===== src/fetch_pkg.sv =====
package fetch_pkg;

    localparam int XLEN = 64;

    // first instruction after reset
    localparam logic [XLEN-1:0] RESET_PC = 64'h0000_0000_8000_0000;

    // cycles from address transfer to read data valid
    localparam int ROM_LATENCY = 2;

    // depth of the memory model, in 64-bit beats
    localparam int ROM_WORDS = 256;

    // instruction at byte address a is a[31:0] ^ INST_PATTERN
    localparam logic [31:0] INST_PATTERN = 32'h5a5a_0013;

    // byte lanes of one 32-bit instruction
    localparam logic [7:0] READ_SIZE = 8'h0f;

    // memory-stage result as seen by fetch
    typedef struct packed {
        logic            jal;
        logic            jalr;
        logic            branch;
        logic [XLEN-1:0] alu_res;  // zero means branch taken
        logic [XLEN-1:0] pc;
        logic [XLEN-1:0] imm;
        logic [XLEN-1:0] r1data;
    } exec_res_t;

    typedef struct packed {
        logic            valid;
        logic [XLEN-1:0] pc;
        logic [31:0]     inst;
    } fetch_out_t;

    typedef struct packed {
        logic            valid;
        logic [XLEN-1:0] target;
    } redirect_t;

endpackage


===== src/pc_redirect.sv =====
`timescale 1ns/100ps

module pc_redirect (
    input  fetch_pkg::exec_res_t       exec_i,
    input  logic                       trap_i,
    input  logic [fetch_pkg::XLEN-1:0] mtvec_i,
    output fetch_pkg::redirect_t       redirect_o
);

    logic [fetch_pkg::XLEN-1:0] br_target;
    logic [fetch_pkg::XLEN-1:0] jr_sum;
    logic [fetch_pkg::XLEN-1:0] jr_target;
    logic                       br_taken;

    // jal and branches are pc relative
    assign br_target = exec_i.pc + exec_i.imm;

    // jalr drops bit 0 of the sum
    assign jr_sum    = exec_i.r1data + exec_i.imm;
    assign jr_target = {jr_sum[fetch_pkg::XLEN-1:1], 1'b0};

    // branch compare result comes back as zero when taken
    assign br_taken = exec_i.jal || (exec_i.branch && (exec_i.alu_res == '0));

    always_comb begin
        redirect_o = '0;
        if (br_taken) begin
            redirect_o.valid  = 1'b1;
            redirect_o.target = br_target;
        end else if (exec_i.jalr) begin
            redirect_o.valid  = 1'b1;
            redirect_o.target = jr_target;
        end else if (trap_i) begin  // lowest priority
            redirect_o.valid  = 1'b1;
            redirect_o.target = mtvec_i;
        end
    end

endmodule


===== config.mk =====
export PLATFORM = sky130hd
export DESIGN_NAME = pc_redirect
export DESIGN_NICKNAME = d
export VERILOG_FILES = /design/src/fetch_pkg.sv /design/src/pc_redirect.sv
export SDC_FILE = /design/constraint.sdc
export NUM_CORES = 1
export LEC_CHECK = 0
export BUFFER_PORTS_ARGS = -buffer_cell sky130_fd_sc_hd__clkbuf_2
export CORE_AREA = 2 2 150 152
export DETAILED_ROUTE_END_ITERATION = 10
export DIE_AREA = 0 0 152 154
export PLACE_DENSITY = 0.7
export SLEW_MARGIN = 20
export SYNTH_ARGS = -nofsm -noshare
export SYNTH_HDL_FRONTEND = slang
export SYNTH_SLANG_ARGS = --single-unit

===== constraint.sdc =====
create_clock -name vclk -period 11.1
set_input_delay 2.775 -clock vclk [all_inputs]
set_output_delay 2.775 -clock vclk [all_outputs]
set_load 0.01 [all_outputs]

Word level (Yosys, flattened, before mapping) --
Cells that the tools add are included.
Storage, ports and cells: register bits after elaboration 0, input bits 324, output and inout port bits 65, word-level logic and storage cells 8
Cells by class: $add $sub $neg 2, muxes and demuxes 3, reductions and logical operators 3
Operators with widths (count):
- 65-bit 2-to-1 mux | 3
- 64-bit adder | 2
- 64-bit zero test | 1
- 1-bit logical AND | 1
- 1-bit logical OR | 1

Depth between registers and ports, before layout --
depth after elaboration 4, mapped depth 13, depth with buffers taken out 13

Worst setup path before layout --
No wires, ideal clock.
path kind in2out, start input port exec_i[70] in the netlist's numbering, end output port redirect_o[41] in the netlist's numbering, data arrival time 5.274 ns, required time 8.325 ns, path slack 3.051 ns, stages 12, path buffers 1, cell sequence ha_1 > buf_4 > and3_1 > a41oi_2 > o21ai_0 > a2111oi_0 > nor2_1 > a21oi_2 > o21bai_2 > a221oi_4 > o31ai_1 > a211oi_1
RTL lines:
- start: declaration | line pc_redirect.sv:4 | input fetch_pkg::exec_res_t exec_i,
- end: declaration | line pc_redirect.sv:7 | output fetch_pkg::redirect_t redirect_o

==> impl_metrics.toml <==
[setup_path]
setup.worst_path.end_class = "primary output"
timing.setup.critical_path_class = "primary input to primary output"
cp-start-kind = "primary input"
worst-endpoint-required_ns = 8.33
arrival_worst_endpoint_ns = 6.53
cp_max_fo = 4

[synthesis]
syn-cell-area_um2 = 8807
syn_nets = 1780
synth_warnings = 0
syn_avg_cell_area_um2 = 6.627
synthTopCellsByArea = "sky130_fd_sc_hd__ha_1 18%, sky130_fd_sc_hd__a21oi_1 11%, sky130_fd_sc_hd__xnor2_1 6.6%"
synth_top_cell_area_share_pct = 17.76
synthDominantAreaCellType = "sky130_fd_sc_hd__ha_1"
synth_cells = 1329
yosys.cell_types.count = 82
yosysSeqAreaShare_pct = 0

[global_routing]
grt_pass1_wl_mm = 58.30
grt_max_degree = 80
groute.layer.met3.usage_pct = 2.368
use_met2_pct = 54.25
top_usage_layer = "met2"
vias_in_the_first_global_route = 11180
grt.met1_usage_pct = 36.93
antenna_found_initial = 1
grt_overflow_total = 0
grt_usage_pct = 29.90

[layout]
areaGrowthSynthToFinish_pct = 23.78
mostFrequentLayoutCells = "389 x sky130_fd_sc_hd__clkbuf_2, 186 x sky130_fd_sc_hd__a21oi_1, 125 x sky130_fd_sc_hd__ha_1"
seqCellArea_um2 = 0
finish.net_count = 2111
n_sequential_cell = 0
drive_above_1_share_pct = 25.57
fin_cells = 1939
n_clock_buffer = 0
most_common_cell_after_layout_fill_and_taps_aside = "sky130_fd_sc_hd__clkbuf_2"

[placed_design]
dp.final_hpwl_mm = 32.21
final_weighted_congestion_in_routability_driven_placement = 1.060
place.port_buffers = 389
place_ws_ns = 1.811
numPlacedInstances = 1938

[sta]
worst-slew-pin-transition_ns = 0.9293
worst_hold_slack_ns = 5.860
report.final.slew_viol_count = 0
timing.final.ws_setup_ns = 1.792
setup_violations = 0
period_share_pct = 83.86
hold_violations = 0
period_needed_ns = 9.308
setup_tns_ns = 0
setup_repair_after_global_routing_missed_its_margin = "no"
max_clock_freq_mhz = 107.4
max_slew_margin_pct = 37.91

[hold_path]
holdCritPathClass = "primary input to primary output"
hold-path-endpoint = "redirect_o[64]"
hold-path-cell-count = 4
hold_start = "trap_i"

[run]
drv.max_cap_violation_count = 0

[die]
num_io_pins = 389
num_rows = 54
floorplan.die.height_um = 154
core_region_area_um2 = 21690
die_w_um = 152
starting_utilization_of_the_core_area_pct = 40.61
dieArea_um2 = 23410

[clock_tree]
post-cts-setup-buffers = 0
hold_buf_count_cts = 0
ctsResizeCount = 0

[drt]
count_of_routing_violations_after_the_opening_detailed_route_iteration = 902
drt_pass1_iterations = 5
post_drt_wl_per_cell_um = 19.50
drc = 0
vias_per_cell = 6.119
vias = 11860
postRouteWirelength_mm = 37.82
drtAntennaViolNets = 0

[pwr]
peakVddDrop_v = 0.00003278
finalPower_mw = 0.7197
power_leakage_nw = 5.422
cellPowerDensity_nw_per_um2 = 66.02

[status]
run_status = "complete, no violations"
==> metal layers <==
| metal | up-vias | wire length [um] |
|---|---|---|
| li1 | 5713 | - |
| met1 | 5453 | 15240 |
| met2 | 612 | 18520 |
| met3 | 86 | 2542 |
| met4 | 0 | 1524 |
| met5 | - | 0 |
==> worst max-delay path by stage <==
stage	start	endpoint	slack, ns	cells past startpoint
4_1_cts	exec_i[65]	redirect_o[63]	1.80	14
2_1_floorplan	exec_i[70]	redirect_o[41]	3.05	12
3_5_place_dp	exec_i[65]	redirect_o[63]	1.81	14
3_3_place_gp	exec_i[65]	redirect_o[63]	1.87	14
6_report	exec_i[65]	redirect_o[63]	1.79	14
5_1_grt	exec_i[65]	redirect_o[63]	1.63	14
==> worst max-delay path: stages <==
cell	delay, ns
sky130_fd_sc_hd__clkbuf_2	0.14
sky130_fd_sc_hd__ha_1	0.31
sky130_fd_sc_hd__a311oi_1	0.33
sky130_fd_sc_hd__o211ai_2	0.20
sky130_fd_sc_hd__a211oi_2	0.40
sky130_fd_sc_hd__o21bai_2	0.15
sky130_fd_sc_hd__a21oi_1	0.50
sky130_fd_sc_hd__o41ai_2	0.24
sky130_fd_sc_hd__a21o_1	0.29
sky130_fd_sc_hd__a31oi_1	0.33
sky130_fd_sc_hd__mux2i_1	0.24
sky130_fd_sc_hd__a211oi_1	0.06
sky130_fd_sc_hd__mux2i_1	0.34
sky130_fd_sc_hd__clkbuf_2	0.21
==> cells by family (layout without fill, tap and decap cells) <==
| group | count (synthesis) | after routing | synth area share [%] |
|---|---|---|---|
| muxes | 10 | 10 | 1.151 |
| and+or+nand+nor | 418 | 418 | 22.47 |
| other | 0 | 1 | 0 |
| adders and majority gates | 127 | 127 | 18.21 |
| xor gates and xnor gates | 119 | 119 | 11.83 |
| buffers and inverters | 98 | 427 | 4.418 |
| AOI/OAI and AO/OA | 557 | 557 | 41.91 |
==> stage by stage <==
stage	utilization [%]	instance area, um2
after floorplan	-	8807
after global placement	50.25	10900
after CTS	50.25	10900
after detailed placement	50.25	10900
final	50.27	10900
after global routing	50.27	10900
==> area by class of cell <==
| type | count | area [um2] |
|---|---|---|
| Inverter | 34 | 127.6 |
| Fill cell | 2239 | 10790 |
| Multi-Input combinational cell | 1231 | 8444 |
| Antenna cell | 1 | 2.502 |
| Timing Repair Buffer | 393 | 1977 |
| Tap cell | 280 | 350.3 |
==> cell usage after synthesis (4+ instances only) <==
master and instances:
sky130_fd_sc_hd__a21oi_1 186, sky130_fd_sc_hd__ha_1 125, sky130_fd_sc_hd__nand2_1 123, sky130_fd_sc_hd__nor2_1 121, sky130_fd_sc_hd__o21ai_0 82, sky130_fd_sc_hd__a21o_1 71, sky130_fd_sc_hd__xnor2_1 66, sky130_fd_sc_hd__xor2_1 53
sky130_fd_sc_hd__clkbuf_1 50, sky130_fd_sc_hd__a22oi_1 49, sky130_fd_sc_hd__nand3_1 35, sky130_fd_sc_hd__inv_1 34, sky130_fd_sc_hd__o21bai_1 34, sky130_fd_sc_hd__nand4_1 33, sky130_fd_sc_hd__nor3_1 19, sky130_fd_sc_hd__nor4_1 18
sky130_fd_sc_hd__a31oi_1 15, sky130_fd_sc_hd__nor2b_1 15, sky130_fd_sc_hd__and3_1 14, sky130_fd_sc_hd__o211ai_1 11, sky130_fd_sc_hd__o21a_1 11, sky130_fd_sc_hd__buf_2 10, sky130_fd_sc_hd__a211oi_1 9, sky130_fd_sc_hd__and2_1 9
sky130_fd_sc_hd__mux2i_1 9, sky130_fd_sc_hd__and4_1 8, sky130_fd_sc_hd__nand2b_1 8, sky130_fd_sc_hd__a221oi_1 6, sky130_fd_sc_hd__a311oi_1 6, sky130_fd_sc_hd__a41oi_1 6, sky130_fd_sc_hd__o31ai_1 6, sky130_fd_sc_hd__o2111ai_1 4
sky130_fd_sc_hd__o21ai_1 4, sky130_fd_sc_hd__o221ai_1 4, sky130_fd_sc_hd__or3_1 4
==> power breakdown <==
| group | internal [mW] | switching (mW) | leakage [nW] |
|---|---|---|---|
| clock network | 0.0000000121 | 0 | 0.00000634 |
| logic | 0.294 | 0.426 | 5.42 |
| registers | 0 | 0 | 0 |
(Power assumes the default switching activity.)
