`config.mk`:
```
export PLATFORM = sky130hd
export DESIGN_NAME = inst_fetch
export DESIGN_NICKNAME = d
export VERILOG_FILES = /design/src/fetch_pkg.sv /design/src/inst_fetch.sv
export SDC_FILE = /design/constraint.sdc
export NUM_CORES = 1
export LEC_CHECK = 0
export ABC_CLOCK_PERIOD_IN_PS = 12400
export BUFFER_PORTS_ARGS = -buffer_cell sky130_fd_sc_hd__buf_2
export CAP_MARGIN = 25
export CORE_MARGIN = 2
export CORE_UTILIZATION = 40
export CTS_CLUSTER_DIAMETER = 60
export DETAILED_ROUTE_END_ITERATION = 10
export MAX_ROUTING_LAYER = met4
export SYNTH_ARGS = -nofsm -noshare
export SYNTH_HDL_FRONTEND = slang
export SYNTH_SLANG_ARGS = --single-unit
```
`constraint.sdc`:
```
create_clock -name clk -period 12.4 [get_ports clk]
set_input_delay 1.24 -clock clk [delete_from_list [all_inputs] [get_ports clk]]
set_output_delay 1.24 -clock clk [all_outputs]
set_load 0.005 [all_outputs]
```
`src/fetch_pkg.sv`:
```
package fetch_pkg;

    localparam int XLEN = 64;

    // first instruction after reset
    localparam logic [XLEN-1:0] RESET_PC = 64'h0000_0000_8000_0000;

    // cycles from address transfer to read data valid
    localparam int ROM_LATENCY = 2;

    // depth of the memory model, in 64-bit beats
    localparam int ROM_WORDS = 256;

    // instruction at byte address a is a[31:0] ^ INST_PATTERN
    localparam logic [31:0] INST_PATTERN = 32'h5a5a_0013;

    // byte lanes of one 32-bit instruction
    localparam logic [7:0] READ_SIZE = 8'h0f;

    // memory-stage result as seen by fetch
    typedef struct packed {
        logic            jal;
        logic            jalr;
        logic            branch;
        logic [XLEN-1:0] alu_res;  // zero means branch taken
        logic [XLEN-1:0] pc;
        logic [XLEN-1:0] imm;
        logic [XLEN-1:0] r1data;
    } exec_res_t;

    typedef struct packed {
        logic            valid;
        logic [XLEN-1:0] pc;
        logic [31:0]     inst;
    } fetch_out_t;

    typedef struct packed {
        logic            valid;
        logic [XLEN-1:0] target;
    } redirect_t;

endpackage

```
`src/inst_fetch.sv`:
```
`timescale 1ns/100ps

module inst_fetch (
    input  logic                       clk,
    input  logic                       rst_n_i,
    input  fetch_pkg::redirect_t       redirect_i,
    input  logic                       hold_i,
    output logic [fetch_pkg::XLEN-1:0] rd_addr_o,
    output logic [7:0]                 rd_size_o,
    output logic                       rd_valid_o,
    input  logic                       rd_ready_i,
    input  logic [fetch_pkg::XLEN-1:0] rd_data_i,
    input  logic                       rd_data_valid_i,
    output logic                       rd_data_ready_o,
    output fetch_pkg::fetch_out_t      fetch_o
);

    typedef enum logic [1:0] {
        RD_IDLE,
        RD_ADDR,
        RD_DATA
    } rd_state_e;

    rd_state_e                  rd_state_q;
    logic [fetch_pkg::XLEN-1:0] pc_q;
    logic [fetch_pkg::XLEN-1:0] req_addr_q;
    logic [fetch_pkg::XLEN-1:0] fetch_pc_q;
    logic [31:0]                fetch_inst_q;
    logic [31:0]                inst_sel;
    logic                       need_fetch_q;
    logic                       stale_q;
    logic                       fetch_valid_q;
    logic                       issue;
    logic                       addr_xfer;
    logic                       beat_xfer;
    logic                       beat_keep;
    logic                       consume;

    assign rd_addr_o       = req_addr_q;
    assign rd_size_o       = fetch_pkg::READ_SIZE;
    assign rd_valid_o      = (rd_state_q == RD_ADDR);
    assign rd_data_ready_o = (rd_state_q == RD_DATA);

    assign addr_xfer = rd_valid_o && rd_ready_i;
    assign beat_xfer = rd_data_valid_i && rd_data_ready_o;
    assign consume   = fetch_valid_q && !hold_i;  // decode took the instruction

    // a redirect edge never issues, the target goes out on a later edge
    assign issue = (rd_state_q == RD_IDLE) && need_fetch_q && !redirect_i.valid;

    // only a fresh beat for the current pc reaches decode
    assign beat_keep = beat_xfer && !stale_q && !redirect_i.valid && (req_addr_q == pc_q);

    assign inst_sel = req_addr_q[2] ? rd_data_i[63:32] : rd_data_i[31:0];

    // read channel sequencing
    always_ff @(posedge clk) begin
        if (!rst_n_i) begin
            rd_state_q <= RD_IDLE;
            stale_q    <= 1'b0;
        end else begin
            case (rd_state_q)
                RD_IDLE: begin
                    if (issue) begin
                        rd_state_q <= RD_ADDR;
                    end
                end
                RD_ADDR: begin
                    if (addr_xfer) begin
                        rd_state_q <= RD_DATA;
                    end
                end
                RD_DATA: begin
                    if (beat_xfer) begin
                        rd_state_q <= RD_IDLE;
                    end
                end
                default: rd_state_q <= RD_IDLE;
            endcase

            if (beat_xfer) begin
                stale_q <= 1'b0;  // channel free again
            end else if (redirect_i.valid && rd_state_q != RD_IDLE) begin
                stale_q <= 1'b1;  // old request still in flight
            end
        end
    end

    always_ff @(posedge clk) begin
        if (issue) begin
            req_addr_q <= pc_q;
        end
    end

    // program counter
    always_ff @(posedge clk) begin
        if (!rst_n_i) begin
            pc_q         <= fetch_pkg::RESET_PC;
            need_fetch_q <= 1'b1;
        end else if (redirect_i.valid) begin
            pc_q         <= redirect_i.target;
            need_fetch_q <= 1'b1;
        end else begin
            if (issue) begin
                need_fetch_q <= 1'b0;
            end
            if (consume) begin
                pc_q         <= pc_q + 64'd4;
                need_fetch_q <= 1'b1;
            end
        end
    end

    // output register toward decode
    always_ff @(posedge clk) begin
        if (!rst_n_i) begin
            fetch_valid_q <= 1'b0;
        end else if (redirect_i.valid) begin
            fetch_valid_q <= 1'b0;  // held instruction is discarded
        end else if (beat_keep) begin
            fetch_valid_q <= 1'b1;
        end else if (consume) begin
            fetch_valid_q <= 1'b0;
        end
    end

    always_ff @(posedge clk) begin
        if (beat_keep) begin
            fetch_pc_q   <= req_addr_q;
            fetch_inst_q <= inst_sel;
        end
    end

    always_comb begin
        fetch_o.valid = fetch_valid_q;
        fetch_o.pc    = fetch_pc_q;
        fetch_o.inst  = fetch_inst_q;
    end

endmodule

```
After elaboration in Yosys (flattened, before gate mapping)
Cells that the tools add are included.
W data, S select, Z words.
- logic and storage cells: 45
- output and inout bits: 171
- bits of input ports: 134
- bits in registers: 229
- bitwise operators: 1
- reduce and logical (&&, ||, !) cells: 20
- multiplexer cells: 9
- eq/ne operators: 6
- $add $sub $neg: 1
- operator list (cell ; count):
    $mux W64 ; 2
    $add A64 B3 Y64 const B ; 1
    $eq A64 B64 Y1 ; 1
    $mux W32 ; 1
    $logic_and A1 B1 Y1 ; 9
    $mux W2 ; 3
    $pmux W2 S3 ; 1
    $reduce_bool A2 Y1 ; 3
    $ne A2 B1 Y1 const B ; 2
    $reduce_or A2 Y1 ; 2
    $logic_not A1 Y1 ; 3
    $reduce_and A3 Y1 ; 1
    $reduce_or A3 Y1 ; 1
    $eq A2 B1 Y1 const B ; 1
    $eq A2 B2 Y1 const B ; 1
    $logic_not A2 Y1 ; 1
    $mux W1 ; 2
    $ne A2 B2 Y1 const B ; 1
    $not A1 Y1 ; 1

Depth between registers and ports, before layout
- depth after elaboration: 6
- gate-level depth with buffers: 10
- gate-level depth less buffers: 6

Worst setup path after synthesis
Ideal clock, no wire load.
- kind: input-to-reg
- start: in redirect_i[64] (netlist bit)
- end: reg fetch_inst_q[0], enable pin
- arrival time: 8.393 ns
- library setup time: 0.669 ns
- setup slack: 3.338 ns
- buffers on the path: 1
- required time: 11.731 ns
- stages: 6
- cells stage by stage: clkbuf_1 -> nor2_1 -> nand3_1 -> nor3_1 -> nand4_1 -> nor3_1
- cells in the longest elaborated chain, start to end: 3
- ends and longest elaborated chain (element ; line ; source):
    start, declared ; inst_fetch.sv:6 ; input fetch_pkg::redirect_t redirect_i,
    $logic_not A1 Y1 ; inst_fetch.sv:52 ; assign beat_keep = beat_xfer && !stale_q && !redirect_i.valid && (req_addr_q == pc_q);
    $logic_and A1 B1 Y1 (2 in series) ; inst_fetch.sv:52 ;
    net beat_keep ; inst_fetch.sv:36 ; logic beat_keep;
    end signal, assigned ; inst_fetch.sv:130 ; fetch_inst_q <= inst_sel;
    end, declared ; inst_fetch.sv:28 ; logic [31:0] fetch_inst_q;
The timed path passes the listed nets, and every way through them passes these cells.
A chain may end at the register's enable or synchronous reset.

Worst setup path in the final report
- start: in hold_i
- end: reg pc_q[55] (netlist bit)
- cells in the longest elaborated chain, start to end: 3
- ends and longest elaborated chain (element ; line ; source):
    start, declared ; inst_fetch.sv:7 ; input logic hold_i,
    $logic_not A1 Y1 ; inst_fetch.sv:46 ; assign consume = fetch_valid_q && !hold_i;
    $logic_and A1 B1 Y1 ; inst_fetch.sv:46 ;
    $reduce_bool A2 Y1 (no line) ; -- ;
    end signal, assigned ; inst_fetch.sv:98 ; pc_q <= fetch_pkg::RESET_PC;
    end signal, assigned ; inst_fetch.sv:101 ; pc_q <= redirect_i.target;
    end signal, assigned ; inst_fetch.sv:108 ; pc_q <= pc_q + 64'd4;
    end, declared ; inst_fetch.sv:25 ; logic [fetch_pkg::XLEN-1:0] pc_q;
No other way between the ends.

==> flow_metrics.tcl <==
set metrics [dict create \
    async_flop_share 0 \
    finClkSkew_ns 0.0112 \
    synth_cell_types 55 \
    fin_util 0.511 \
    drt-initial-drc-count 669 \
    r2r-start "pc_q[20]$_SDFFE_PN0N_" \
    initial_utilization 0.406 \
    antennaDiodeCount 0 \
    cts_tree "yes" \
    grt.total_usage 0.215 \
    grt_pass1_wl_mm 42.2 \
    cts_root_buffer "clkbuf_16" \
    antenna_found_initial 0 \
    r2r_cells 5 \
    wirelength_mm 29.4 \
    stdcell_area_sq_um 12800 \
    cts_buffers 28 \
    overflow 0 \
    synth_top_area_share 0.473 \
    postCtsSetupBuffers 0 \
    p_per_area_nw_per_um2 145 \
    multi_input_area_sq_um 3680 \
    worst_slew_pin_slew_ns 0.971 \
    syn_area_per_cell_sq_um 12.2 \
    max_freq_ghz 0.293 \
    worst_slack_ns 8.99 \
    seq_area_frac_synth 0.609 \
    synth-edff-count 160 \
    leakage_uw 0.00480 \
    clock_latency_ns 0.53 \
    place_area_sq_um 11900 \
    die-area_sq_um 26700 \
    detail_route.wl_per_cell_um 20.0 \
    grt_max_degree 85 \
    setup_tns_ns 0 \
    hold_depth 2 \
    viasPerCell 5.28 \
    p_total_uw 1860 \
    clock-sinks 229 \
    cp_data_required_time_ns 12.85 \
    synth_top_cells_by_area "edfxtp_1 47%, dfxtp_1 14%, xnor2_1 4.6%" \
    nets 1256 \
    die_y_um 163 \
    path_max_fanout 27 \
    die_width_um 163 \
    drt_pre_antenna_iters 5 \
    first_global_vias 7141 \
    area_growth_pct 25.8 \
    yosysMostFrequentCell "edfxtp_1" \
    cts_buffer_depth 3 \
    maxCapViolations 0 \
    n_fill_cell 2250 \
    grt_setup_unrepaired "false" \
    via_count 7780 \
    ir_worst_vdd_mv 0.107 \
    post-route-drc-count 0 \
    arrival_ns 3.86 \
    slew_viol_final 0 \
    core_sq_um 25000 \
    min_period_ns 3.41 \
    h-tree-depth 1 \
    synth_ff_type "edfxtp_1" \
    cts.repair.resized 0 \
    synthTopCellsByCount "160 x edfxtp_1, 69 x dfxtp_1, 61 x o21ai_0" \
    synth_top_area_cell "edfxtp_1" \
    portBuffers 296 \
    clkSlewWorstSetupHoldPaths_ns 0.06 \
    hold_start "stale_q$_SDFFE_PP0P_" \
    reg2reg_slack_ns 9.18 \
    pre_cts_ws_ns 8.48 \
    cts_hold_buf 0 \
    worstSetupStartpointType "input port" \
    crit_start "hold_i" \
    ys.warnings.count 0 \
    max-slew-margin-rel 0.349 \
    syn_area_sq_um 10200 \
    fp-row-count 58 \
    final-setup-viol-count 0 \
    cp-end-kind "register" \
    synth_seq_cells 229 \
    hp-class "reg -> reg" \
    reg2reg_to "pc_q[55]$_SDFFE_PN0N_" \
    place.gp.congestion 0.914 \
    regArea_sq_um 6190 \
    dp_hpwl_mm 21.8 \
    drive_gt1_frac 0.342 \
    min_to "stale_q$_SDFFE_PP0P_" \
    syn_inst 836 \
    min_period_over_period 0.275 \
    drtAntennaViolNets 0 \
    status "complete, no violations" \
    io_pins 305 \
    hold_violations 0 \
    worstSetupPathType "in -> reg" \
]
worst max path at each step:
stage | endpoint | slack [ns]
after floorplan | fetch_inst_q[0]$_DFFE_PP_ | 3.34
after global placement | pc_q[55]$_SDFFE_PN0N_ | 8.56
after detailed placement | pc_q[55]$_SDFFE_PN0N_ | 8.48
after CTS | pc_q[55]$_SDFFE_PN0N_ | 9.03
after global routing | pc_q[55]$_SDFFE_PN0N_ | 8.83
final | pc_q[55]$_SDFFE_PN0N_ | 8.99
power by group:
group	switching (uW)	internal, uW
combinational	87.6	77.0
clock	306	476
sequential	51.3	861
per-stage QoR:
stage | hold slack, ns | std cells
6_report | 0.454 | 1473
3_3_place_gp | 0.448 | 1421
2_1_floorplan | 0.403 | 842
3_5_place_dp | 0.448 | 1421
4_1_cts | 0.456 | 1473
5_1_grt | 0.466 | 1473
flip-flops by register name (all words and copies together) (netlist names):
name,flops
rd_addr_o,64
need_fetch_q,1
fetch_inst_q,32
pc_q,64
fetch_valid_q,1
fetch_pc_q,64
rd_state_q,2
stale_q,1
area by class of cell:
type / count / share of cell area
well taps: 330 / 0.0323
inverters: 19 / 0.00558
flip-flops and latches: 229 / 0.484
multi-input cells: 540 / 0.288
clock inverters: 14 / 0.00998
clock buffers: 38 / 0.0602
repair buffers: 303 / 0.120
layout by cell type, fill, tap and decap left out, types with 4 or more instances in the layout:
master     instances
nor2b_1            9
nand4_1           44
and2_1            12
inv_1             18
dfxtp_1           69
nand4b_1           4
nor4_1            19
or2_2              4
nor2_1            14
o21ai_0           61
buf_4              7
edfxtp_1         160
clkinv_2           6
or4_1             19
a31oi_1           25
o21ba_2            5
conb_1             8
o31ai_1           18
o211a_1            5
xor2_1            26
nand3_1           21
and3_1             7
o2111ai_1          4
clkbuf_16         29
nand2b_1          34
nand2_1           39
nor3_1            12
mux2_2            33
and4_1             6
xnor2_1           53
or3_1              9
a21oi_1           14
buf_2            296
clkbuf_1           8
cell families after synthesis:
family                   Yosys count  synth area share
AO/OA/AOI/OAI                    147            0.0915
other                              2          0.000739
AND/OR/NAND/NOR                  269             0.158
buffers and inverters             73            0.0320
adder cells (fa/ha/maj)            1           0.00123
multiplexers                      36            0.0395
flip-flops                       229             0.609
XOR/XNOR                          79            0.0681
metal layers:
layer  up-vias  routed length (um)  part of all wire  global-route usage
li1       3731                   -                 -                   -
met4         0                 469             0.016              0.0426
met5         -                   0                 0                   -
met1      3724               12900              0.44               0.282
met2       291               14100              0.48               0.357
met3        34                1910             0.065              0.0330
worst max-delay path, stage by stage:
cell      delay, ns
buf_2          0.13
and4b_1        0.41
and4_1         0.33
nand4b_1       0.78
or4_1          0.78
a31oi_1        0.17
No activity file was read; power rests on OpenSTA's default activity.
